===== src/logic/av_pkg.sv =====
// controller key layout, nes button byte and video pixel types
// imported by the pad mapper, the video shaper and the top level

package av_pkg;

  ////////////////////////////////////////
  // controller side

  // one pad's key bitmap as the host delivers it
  typedef logic [15:0] key_map_t;

  // bit positions inside key_map_t
  localparam int KEY_UP = 0;
  localparam int KEY_DOWN = 1;
  localparam int KEY_LEFT = 2;
  localparam int KEY_RIGHT = 3;
  localparam int KEY_FACE_A = 4;
  localparam int KEY_FACE_B = 5;
  // face_x at 6 is not used by the nes
  localparam int KEY_FACE_Y = 7;
  localparam int KEY_SELECT = 14;
  localparam int KEY_START = 15;

  ////////////////////////////////////////
  // core side

  // bit 0 upward: a, b, select, start, up, down, left, right
  typedef logic [7:0] nes_buttons_t;

  // red in [23:16], green in [15:8], blue in [7:0]
  typedef logic [23:0] rgb_t;

endpackage


===== src/logic/bridge_pkg.sv =====
// host bridge address map and setting field types
// imported by the settings block and the top level

package bridge_pkg;

  ////////////////////////////////////////
  // bridge bus words

  typedef logic [31:0] bridge_addr_t;
  typedef logic [31:0] bridge_data_t;

  ////////////////////////////////////////
  // setting fields

  // nes palette choice
  typedef logic [2:0] palette_t;

  // left/right edge masking mode
  typedef logic [1:0] edge_mask_t;

  ////////////////////////////////////////
  // address map

  // write only, starts the timed core reset
  localparam bridge_addr_t ADDR_RESET = 32'h0000_0050;

  // video and ppu options
  localparam bridge_addr_t ADDR_HIDE_OVERSCAN = 32'h0000_0200;
  localparam bridge_addr_t ADDR_MASK_EDGES = 32'h0000_0204;
  localparam bridge_addr_t ADDR_EXTRA_SPRITES = 32'h0000_0208;
  localparam bridge_addr_t ADDR_PALETTE = 32'h0000_020C;

  // controller options
  localparam bridge_addr_t ADDR_MULTITAP = 32'h0000_0300;
  localparam bridge_addr_t ADDR_MAP_Y_B = 32'h0000_0310;

endpackage

===== src/logic/core_top.sv =====
// core top level between host bridge, controllers, emulator core and scaler
// the settings block feeds the pad mapper and the video shaper

module core_top
  import bridge_pkg::*;
  import av_pkg::*;
#(
  parameter logic [31:0] RESET_HOLD_CYCLES = 32'h0010_0000,
  parameter int          HS_DELAY          = 7,
  parameter int          SYNC_STAGES       = 3
) (
  input  logic         clk_74a,
  input  logic         pll_core_locked,

  ////////////////////////////////////////
  // host bridge
  input  bridge_addr_t bridge_addr,
  input  logic         bridge_wr,
  input  bridge_data_t bridge_wr_data,
  input  logic         bridge_rd,
  output bridge_data_t bridge_rd_data,

  ////////////////////////////////////////
  // settings to the core
  output logic         hide_overscan,
  output edge_mask_t   mask_vid_edges,
  output logic         allow_extra_sprites,
  output palette_t     selected_palette,
  output logic         multitap_enabled,
  output logic         map_y_b,
  output logic         external_reset,

  ////////////////////////////////////////
  // controllers
  input  key_map_t     cont1_key,
  input  key_map_t     cont2_key,
  input  key_map_t     cont3_key,
  input  key_map_t     cont4_key,
  output nes_buttons_t p1_buttons,
  output nes_buttons_t p2_buttons,
  output nes_buttons_t p3_buttons,
  output nes_buttons_t p4_buttons,

  ////////////////////////////////////////
  // core video in, scaler video out
  input  logic         core_hblank,
  input  logic         core_vblank,
  input  logic         core_hsync,
  input  logic         core_vsync,
  input  rgb_t         core_rgb,
  output logic         video_de,
  output logic         video_hs,
  output logic         video_vs,
  output rgb_t         video_rgb
);

  bridge_settings #(
    .RESET_HOLD_CYCLES(RESET_HOLD_CYCLES)
  ) i_settings (
    .clk_74a            (clk_74a),
    .pll_core_locked    (pll_core_locked),
    .bridge_addr        (bridge_addr),
    .bridge_wr          (bridge_wr),
    .bridge_wr_data     (bridge_wr_data),
    .bridge_rd          (bridge_rd),
    .bridge_rd_data     (bridge_rd_data),
    .hide_overscan      (hide_overscan),
    .mask_vid_edges     (mask_vid_edges),
    .allow_extra_sprites(allow_extra_sprites),
    .selected_palette   (selected_palette),
    .multitap_enabled   (multitap_enabled),
    .map_y_b            (map_y_b),
    .external_reset     (external_reset)
  );

  pad_mapper #(
    .SYNC_STAGES(SYNC_STAGES)
  ) i_pads (
    .clk_74a         (clk_74a),
    .pll_core_locked (pll_core_locked),
    .cont1_key       (cont1_key),
    .cont2_key       (cont2_key),
    .cont3_key       (cont3_key),
    .cont4_key       (cont4_key),
    .multitap_enabled(multitap_enabled),
    .map_y_b         (map_y_b),
    .p1_buttons      (p1_buttons),
    .p2_buttons      (p2_buttons),
    .p3_buttons      (p3_buttons),
    .p4_buttons      (p4_buttons)
  );

  video_output_shaper #(
    .HS_DELAY(HS_DELAY)
  ) i_video (
    .clk_74a        (clk_74a),
    .pll_core_locked(pll_core_locked),
    .core_hblank    (core_hblank),
    .core_vblank    (core_vblank),
    .core_hsync     (core_hsync),
    .core_vsync     (core_vsync),
    .core_rgb       (core_rgb),
    .hide_overscan  (hide_overscan),
    .video_de       (video_de),
    .video_hs       (video_hs),
    .video_vs       (video_vs),
    .video_rgb      (video_rgb)
  );

endmodule


===== src/logic/video_output_shaper.sv =====
// registers core video for the scaler
// adds data enable, a delayed one-cycle hsync and a one-cycle vsync
// the first blank cycle after a line carries the slot word

module video_output_shaper
  import av_pkg::*;
#(
  parameter int HS_DELAY = 7
) (
  input  logic clk_74a,
  input  logic pll_core_locked,

  input  logic core_hblank,
  input  logic core_vblank,
  input  logic core_hsync,
  input  logic core_vsync,
  input  rgb_t core_rgb,

  input  logic hide_overscan,

  output logic video_de,
  output logic video_hs,
  output logic video_vs,
  output rgb_t video_rgb
);

  localparam int HS_CNT_W = $clog2(HS_DELAY + 1);
  localparam logic [HS_CNT_W-1:0] HS_LOAD = HS_CNT_W'(HS_DELAY - 1);

  logic                de_prev;
  logic                hs_prev;
  logic                vs_prev;
  logic [HS_CNT_W-1:0] hs_count;

  logic line_active;
  logic line_end;
  logic hs_rise;
  logic vs_rise;
  rgb_t slot_word;

  assign line_active = ~(core_hblank | core_vblank);
  assign line_end    = de_prev & ~line_active;
  assign hs_rise     = core_hsync & ~hs_prev;
  assign vs_rise     = core_vsync & ~vs_prev;

  // scaler slot word, bit 13 is the overscan flag
  assign slot_word   = {10'b0, hide_overscan, 13'b0};

  ////////////////////////////////////////
  // edge history and hsync delay

  always_ff @(posedge clk_74a or negedge pll_core_locked) begin
    if (!pll_core_locked) begin
      de_prev  <= 1'b0;
      hs_prev  <= 1'b0;
      vs_prev  <= 1'b0;
      hs_count <= '0;
    end else begin
      de_prev <= line_active;
      hs_prev <= core_hsync;
      vs_prev <= core_vsync;

      // a new edge restarts the delay
      if (hs_rise) begin
        hs_count <= HS_LOAD;
      end else if (hs_count != '0) begin
        hs_count <= hs_count - 1'b1;
      end
    end
  end

  ////////////////////////////////////////
  // output registers

  always_ff @(posedge clk_74a or negedge pll_core_locked) begin
    if (!pll_core_locked) begin
      video_de  <= 1'b0;
      video_hs  <= 1'b0;
      video_vs  <= 1'b0;
      video_rgb <= '0;
    end else begin
      video_de <= line_active;
      video_vs <= vs_rise;

      // with a delay of one there is nothing to count
      video_hs <= (HS_DELAY == 1) ? hs_rise
                                  : (hs_count == HS_CNT_W'(1)) && !hs_rise;

      if (line_active) begin
        video_rgb <= core_rgb;
      end else if (line_end) begin
        video_rgb <= slot_word;
      end else begin
        video_rgb <= '0;
      end
    end
  end

  a_vs_single : assert property (
    @(posedge clk_74a) disable iff (!pll_core_locked)
    video_vs |=> !video_vs
  );

  // blanked pixels are black apart from the slot word
  a_blank_black : assert property (
    @(posedge clk_74a) disable iff (!pll_core_locked)
    (!video_de && !$past(line_end)) |-> (video_rgb == '0)
  );

endmodule


===== src/logic/pad_mapper.sv =====
// synchronizes the four controller key bitmaps and builds nes button bytes
// player 1 can swap to y/b for a/b, players 3 and 4 need multitap enabled
// latency from key change to button byte is SYNC_STAGES + 1 cycles

module pad_mapper
  import av_pkg::*;
#(
  parameter int SYNC_STAGES = 3
) (
  input  logic         clk_74a,
  input  logic         pll_core_locked,

  input  key_map_t     cont1_key,
  input  key_map_t     cont2_key,
  input  key_map_t     cont3_key,
  input  key_map_t     cont4_key,

  input  logic         multitap_enabled,
  input  logic         map_y_b,

  output nes_buttons_t p1_buttons,
  output nes_buttons_t p2_buttons,
  output nes_buttons_t p3_buttons,
  output nes_buttons_t p4_buttons
);

  localparam int NUM_PADS = 4;

  key_map_t key_in [NUM_PADS];
  key_map_t key_sync [NUM_PADS][SYNC_STAGES];
  key_map_t key_s [NUM_PADS];

  // nes order with the chosen a and b sources
  function automatic nes_buttons_t to_nes(input key_map_t key, input logic btn_a,
                                          input logic btn_b);
    return {key[KEY_RIGHT], key[KEY_LEFT], key[KEY_DOWN], key[KEY_UP],
            key[KEY_START], key[KEY_SELECT], btn_b, btn_a};
  endfunction

  assign key_in[0] = cont1_key;
  assign key_in[1] = cont2_key;
  assign key_in[2] = cont3_key;
  assign key_in[3] = cont4_key;

  ////////////////////////////////////////
  // input synchronizer

  always_ff @(posedge clk_74a or negedge pll_core_locked) begin
    if (!pll_core_locked) begin
      for (int p = 0; p < NUM_PADS; p++) begin
        for (int s = 0; s < SYNC_STAGES; s++) begin
          key_sync[p][s] <= '0;
        end
      end
    end else begin
      for (int p = 0; p < NUM_PADS; p++) begin
        key_sync[p][0] <= key_in[p];
        for (int s = 1; s < SYNC_STAGES; s++) begin
          key_sync[p][s] <= key_sync[p][s-1];
        end
      end
    end
  end

  always_comb begin
    for (int p = 0; p < NUM_PADS; p++) begin
      key_s[p] = key_sync[p][SYNC_STAGES-1];
    end
  end

  ////////////////////////////////////////
  // button bytes

  always_ff @(posedge clk_74a or negedge pll_core_locked) begin
    if (!pll_core_locked) begin
      p1_buttons <= '0;
      p2_buttons <= '0;
      p3_buttons <= '0;
      p4_buttons <= '0;
    end else begin
      // y/b remap puts face_b on a and face_y on b
      p1_buttons <= map_y_b ? to_nes(key_s[0], key_s[0][KEY_FACE_B], key_s[0][KEY_FACE_Y])
                            : to_nes(key_s[0], key_s[0][KEY_FACE_A], key_s[0][KEY_FACE_B]);
      p2_buttons <= to_nes(key_s[1], key_s[1][KEY_FACE_A], key_s[1][KEY_FACE_B]);
      p3_buttons <= multitap_enabled ?
                    to_nes(key_s[2], key_s[2][KEY_FACE_A], key_s[2][KEY_FACE_B]) : '0;
      p4_buttons <= multitap_enabled ?
                    to_nes(key_s[3], key_s[3][KEY_FACE_A], key_s[3][KEY_FACE_B]) : '0;
    end
  end

  // extra pads stay silent one cycle after multitap goes off
  a_multitap_gate : assert property (
    @(posedge clk_74a) disable iff (!pll_core_locked)
    !multitap_enabled |=> (p3_buttons == '0 && p4_buttons == '0)
  );

endmodule


===== src/logic/bridge_settings.sv =====
// core settings written and read back over the host bridge
// writes land on the strobe edge, reads are combinational from the address
// a write to the reset address holds external_reset for RESET_HOLD_CYCLES

module bridge_settings
  import bridge_pkg::*;
#(
  parameter logic [31:0] RESET_HOLD_CYCLES = 32'h0010_0000
) (
  input  logic         clk_74a,
  input  logic         pll_core_locked,

  input  bridge_addr_t bridge_addr,
  input  logic         bridge_wr,
  input  bridge_data_t bridge_wr_data,
  input  logic         bridge_rd,
  output bridge_data_t bridge_rd_data,

  output logic         hide_overscan,
  output edge_mask_t   mask_vid_edges,
  output logic         allow_extra_sprites,
  output palette_t     selected_palette,
  output logic         multitap_enabled,
  output logic         map_y_b,
  output logic         external_reset
);

  logic [31:0] reset_count;

  ////////////////////////////////////////
  // write decode

  always_ff @(posedge clk_74a or negedge pll_core_locked) begin
    if (!pll_core_locked) begin
      hide_overscan       <= 1'b0;
      mask_vid_edges      <= '0;
      allow_extra_sprites <= 1'b0;
      selected_palette    <= '0;
      multitap_enabled    <= 1'b0;
      map_y_b             <= 1'b0;
      reset_count         <= '0;
    end else begin
      // hold counter runs down unless reloaded below
      if (reset_count != '0) begin
        reset_count <= reset_count - 1'b1;
      end

      if (bridge_wr) begin
        case (bridge_addr)
          ADDR_RESET:         reset_count <= RESET_HOLD_CYCLES;
          ADDR_HIDE_OVERSCAN: hide_overscan <= bridge_wr_data[0];
          ADDR_MASK_EDGES:    mask_vid_edges <= bridge_wr_data[1:0];
          ADDR_EXTRA_SPRITES: allow_extra_sprites <= bridge_wr_data[0];
          ADDR_PALETTE:       selected_palette <= bridge_wr_data[2:0];
          ADDR_MULTITAP:      multitap_enabled <= bridge_wr_data[0];
          ADDR_MAP_Y_B:       map_y_b <= bridge_wr_data[0];
          default:            ;
        endcase
      end
    end
  end

  // high for as long as the count is nonzero
  assign external_reset = (reset_count != '0);

  ////////////////////////////////////////
  // read back

  always_comb begin
    case (bridge_addr)
      ADDR_HIDE_OVERSCAN: bridge_rd_data = {31'b0, hide_overscan};
      ADDR_MASK_EDGES:    bridge_rd_data = {30'b0, mask_vid_edges};
      ADDR_EXTRA_SPRITES: bridge_rd_data = {31'b0, allow_extra_sprites};
      ADDR_PALETTE:       bridge_rd_data = {29'b0, selected_palette};
      ADDR_MULTITAP:      bridge_rd_data = {31'b0, multitap_enabled};
      ADDR_MAP_Y_B:       bridge_rd_data = {31'b0, map_y_b};
      // reset address and unmapped space read as zero
      default:            bridge_rd_data = '0;
    endcase
  end

  // host never issues a read and a write in the same cycle
  a_no_rd_wr_overlap : assert property (
    @(posedge clk_74a) disable iff (!pll_core_locked)
    !(bridge_rd && bridge_wr)
  );

endmodule


===== config.mk =====
export PLATFORM = sky130hd
export DESIGN_NAME = core_top
export DESIGN_NICKNAME = d
export VERILOG_FILES = /design/src/logic/av_pkg.sv /design/src/logic/bridge_pkg.sv /design/src/logic/core_top.sv /design/src/logic/video_output_shaper.sv /design/src/logic/pad_mapper.sv /design/src/logic/bridge_settings.sv
export SDC_FILE = /design/constraint.sdc
export NUM_CORES = 1
export LEC_CHECK = 0
export BUFFER_PORTS_ARGS = -buffer_cell sky130_fd_sc_hd__buf_4
export CAP_MARGIN = 20
export CORE_MARGIN = 5
export CORE_UTILIZATION = 30
export CTS_CLUSTER_SIZE = 25
export DETAILED_ROUTE_END_ITERATION = 10
export PLACE_DENSITY = 0.57
export SLEW_MARGIN = 10
export SYNTH_ARGS = -nofsm -noshare
export SYNTH_HDL_FRONTEND = slang
export SYNTH_SLANG_ARGS = --single-unit

===== constraint.sdc =====
create_clock -name clk_74a -period 4.3 [get_ports clk_74a]
set_input_delay 0.43 -clock clk_74a [delete_from_list [all_inputs] [get_ports clk_74a]]
set_output_delay 0.43 -clock clk_74a [all_outputs]
set_load 0.02 [all_outputs]

==> reports/results.md <==
| Group | Item | This run |
|:---|:---|:---|
| sta | Final hold viol count | 0 |
| pwr | Leakage power | 4.35 nW |
| worst setup path | Register-to-Register Setup Slack | 1.62 ns |
| grt | Vias in the first global route | 4535 |
| synthesis | Warnings from Yosys | 0 |
| synthesis | Yosys cell types | 46 |
| sta | Highest attainable clock frequency | 307 MHz |
| synthesis | Part of the Yosys area used for sequential elements | 72.7% |
| placement | Routability Congestion | 0.743 |
| pwr | Maximum ir drop on the vdd rail | 0.370 mV |
| clock network | Number of sinks on the clock net | 204 |
| sta | Max transition margin | 42.4% |
| synthesis | Average instance area after synthesis | 14.2 sq um |
| sta | Fin crit share | 75.9% |
| clock network | H-tree level count | 1 |
| placement | # port buffers | 170 |
| placement | Total half-perimeter wirelength after legalization and detailed placement | 9840 um |
| worst setup path | Data required time at the worst endpoint | 3.87 ns |
| clock network | Worst-path clk slew | 0.06 ns |
| grt | All-layer global routing usage | 10.8% |
| worst setup path | Worst Path Max Fanout | 8 |
| cells and area | # diodes | 0 |
| cells and area | Fraction of final layout cells with drive strength greater than 1 | 32.0% |
| cells and area | Layout Cells excl Fill | 1047 |
| floorplan | Die Width | 163 um |
| worst setup path | Critical Path End Type | output pin |
| worst setup path | Cell-by-cell listing of the critical path | nor4_1 > nand4_1 > or3_1 > buf_4 |
| floorplan | Vertical die dimension | 163 um |
| sta | Setup Viol. Count Final | 0 |
| sta | Tmin final | 3.26 ns |
| routing | Total vias in the final route | 4344 |
| floorplan | Top-level I/O count | 261 |
| sta | Pin slew with the least headroom to its limit | 0.865 ns |
| floorplan | Starting utilization of the core area | 30.2% |
| grt | Global-route wire length before repair | 23500 um |
| worst setup path | Slowest cell on the critical path | sky130_fd_sc_hd__nor4_1 |
| routing | Average via count per standard cell | 4.15 |
| routing | Routed wire length per instance | 13.7 um |
| routing | Count of routing violations after the opening detailed-route iteration | 168 |
| sta | Setup clock skew after layout | 0.0159 ns |
| clock network | TritonCTS clock tree | done |
| clock network | Gates resized, CTS repair | 0 |
| clock network | CTS Root Cell | sky130_fd_sc_hd__clkbuf_16 |
| sta | Max-slew violation count | 0 |
| worst setup path | Slowest Stage Delay on Critical Path | 0.71 ns |
| routing | Detailed Route WL | 14400 um |
| synthesis | Post-synth top flop | sky130_fd_sc_hd__dfrtp_1 |
| synthesis | Most frequent cell after synthesis | sky130_fd_sc_hd__dfrtp_1 |
| clock network | Number of buffers inserted during clock tree synthesis | 22 |
| sta | Minimum setup slack in the final design | 1.04 ns |
| clock network | Maximum buffer depth of the clock tree | 3 |
| grt | Maximum number of pins on one net before global-route repair | 111 |
| pwr | Power per standard cell area | 430 nW/um^2 |
| placement | Total instance count after detailed placement | 977 |
| worst setup path | Sort of element at the start of the critical path | flop |
| status | Status | complete, no violations |
| floorplan | Cell Rows | 56 |
| synthesis | Number of flip-flops and latches in the synthesized netlist | 204 |
| clock network | Skew-Pair Late Insertion Delay | 0.51 ns |
| synthesis | Async S/R FF share, synth | 100% |
| synthesis | Commonest cells in the synthesized netlist | 204 x sky130_fd_sc_hd__dfrtp_1, 40 x sky130_fd_sc_hd__and2_1, 33 x sky130_fd_sc_hd__nor2_1 |
| job | Number of max-capacitance violations reported | 0 |
| synthesis | Post-synth EDFFs | 0 |
| routing | First-pass iteration count of the detailed router | 4 |
| synthesis | Cell taking the most area after synthesis | sky130_fd_sc_hd__dfrtp_1 |
| worst hold path | Worst Hold Class | in -> async |
| worst setup path | Sum of buffers and inverters on the critical path | 1 |
| synthesis | Share of Yosys cell area claimed by the top area cell type | 72.7% |
| worst setup path | Kind of cell adding the most delay to the critical path | simple AND/OR/NAND/NOR gates |
| sta | Worst hold margin | 0.0333 ns |
| routing | Antenna Violating Nets Remaining | 0 |
| cells and area | # nets final | 877 |
| routing | DRC violation count after routing | 0 |
| sta | Total negative slack | 0 ns |
| cells and area | Area Growth Syn to Fin | 37.3% |
| worst setup path | Critical path start-end classification | reg -> out |
| grt | Antenna violations before repair | 1 |
| synthesis | Biggest area contributors in the synthesized netlist | sky130_fd_sc_hd__dfrtp_1 73%, sky130_fd_sc_hd__and2_1 3.6%, sky130_fd_sc_hd__buf_4 3.1% |
| grt | Total gr overflow | 0 |
| floorplan | Die outline area | 26600 sq um |
| sta | RSZ-0062 raised after global routing | no |
| synthesis | Total standard cell area after synthesis | 7020 sq um |
| worst setup path | Data arrival time of the critical path | 2.83 ns |
| floorplan | Placeable Area | 23300 sq um |
| placement | Worst slack after detailed placement | 1.40 ns |
| synthesis | Post-Syn Instances | 494 |
## cell usage in the layout, fill, tap and decap left out, drive strengths merged, types with 3 or more instances in the layout
cell and instances:
a21oi 13, and2 40, buf 175, clkbuf 29
clkinv 7, conb 29, dfrtp 204, dlygate4sd3 31
ha 4, inv 8, mux2 11, nand2 13
nand2b 4, nand3 6, nand4 6, nor2 33
nor2b 3, nor3 6, nor3b 3, nor4 14
nor4b 6, o211ai 4, o21ai 14, o31ai 8
or3 12, or4 3, xnor2 4, xor2 15
## worst paths after layout
path / cells past startpoint / from / end
worst max-delay path: 4 / i_settings.reset_count[4]$_DFF_PN0_ / external_reset
worst min-delay path: 1 / pll_core_locked / i_pads.key_sync[176]$_DFF_PN0_
worst max register to register: 5 / i_settings.reset_count[8]$_DFF_PN0_ / i_settings.reset_count[19]$_DFF_PN0_
worst min register to register: 0 / i_pads.key_sync[34]$_DFF_PN0_ / i_pads.key_sync[18]$_DFF_PN0_
max in group asynchronous: 2 / pll_core_locked / i_settings.reset_count[8]$_DFF_PN0_
min in group clk_74a: 1 / cont1_key[7] / i_pads.key_sync[183]$_DFF_PN0_
## layout make-up
cell class	instances	area [sq um]
Clock buffer	28	603
Clock inverter	11	114
Fill cell	2209	13600
Inverter	7	26.3
Multi-Input combinational cell	271	1740
Sequential cell	204	5100
Tap cell	319	399
Timing Repair Buffer	207	1650
## registers in the layout, indices dropped and copies added (netlist names)
signal	count
i_pads.key_sync	66
i_pads.key_s	33
i_settings.reset_count	32
i_video.video_rgb	24
i_pads.p1_buttons	8
i_pads.p2_buttons	8
i_pads.p3_buttons	8
i_pads.p4_buttons	8
i_settings.selected_palette	3
i_video.hs_count	3
i_settings.mask_vid_edges	2
i_settings.allow_extra_sprites	1
i_settings.hide_overscan	1
i_settings.map_y_b	1
i_settings.multitap_enabled	1
i_video.de_prev	1
i_video.hs_prev	1
i_video.video_hs	1
i_video.video_vs	1
i_video.vs_prev	1
## kinds of logic (layout without fill, tap and decap cells)
logic type                 count (synthesis)  count (layout)  share of synthesized area (%)
AOI/OAI and AO/OA                         48              48                           4.42
xor gates and xnor gates                  19              19                           2.37
adders and majority gates                  4               4                          0.713
buffers and inverters                     47             253                           4.08
DFF                                      204             204                           72.7
muxes                                     14              14                           2.37
other                                      1              29                         0.0534
and+or+nand+nor                          157             157                           13.3
## power breakdown
part	switching [mW]	leakage, nW	internal [mW]	total (mW)
Clock	0.767	0.350	1.06	1.83
Combinational	0.151	1.59	0.133	0.285
Sequential	0.0276	2.41	2.00	2.03
## routing by layer
layer / global-route usage, % / wire, um / vias up / share of wire [%]
li1: - / - / 2061 / -
met4: 2.97 / 277 / 2 / 1.9
met1: 12.9 / 5540 / 2117 / 39
met2: 17.5 / 6940 / 141 / 48
met5: 0 / 11 / - / 0.076
met3: 5.34 / 1610 / 23 / 11
## what timing repair did
action | CTS | global route
setup buffers | 0 | 0
endpoints found under the setup margin | 0 | 0
hold buffers | 31 | 0
endpoints found under the hold margin | 31 | 0
## worst register-to-register path, stage by stage (launching register included)
cell and delay [ns]:
sky130_fd_sc_hd__dfrtp_1 0.42, sky130_fd_sc_hd__nor4_1 0.63, sky130_fd_sc_hd__nand4_1 0.51, sky130_fd_sc_hd__o31ai_2 0.69, sky130_fd_sc_hd__o21ai_0 0.21, sky130_fd_sc_hd__a21oi_1 0.15
## metrics by stage
stage / instance area [sq um] / total power [mW] / util (%)
6_report: 9640 / 4.14 / 41.4
5_1_grt: 9640 / 4.33 / 41.4
4_1_cts: 9640 / 4.22 / 41.4
3_5_place_dp: 8610 / 2.33 / 37.0
3_3_place_gp: 8610 / 2.32 / 37.0
2_1_floorplan: 7130 / 2.18 / -
Power figures use the tool's default switching activity.
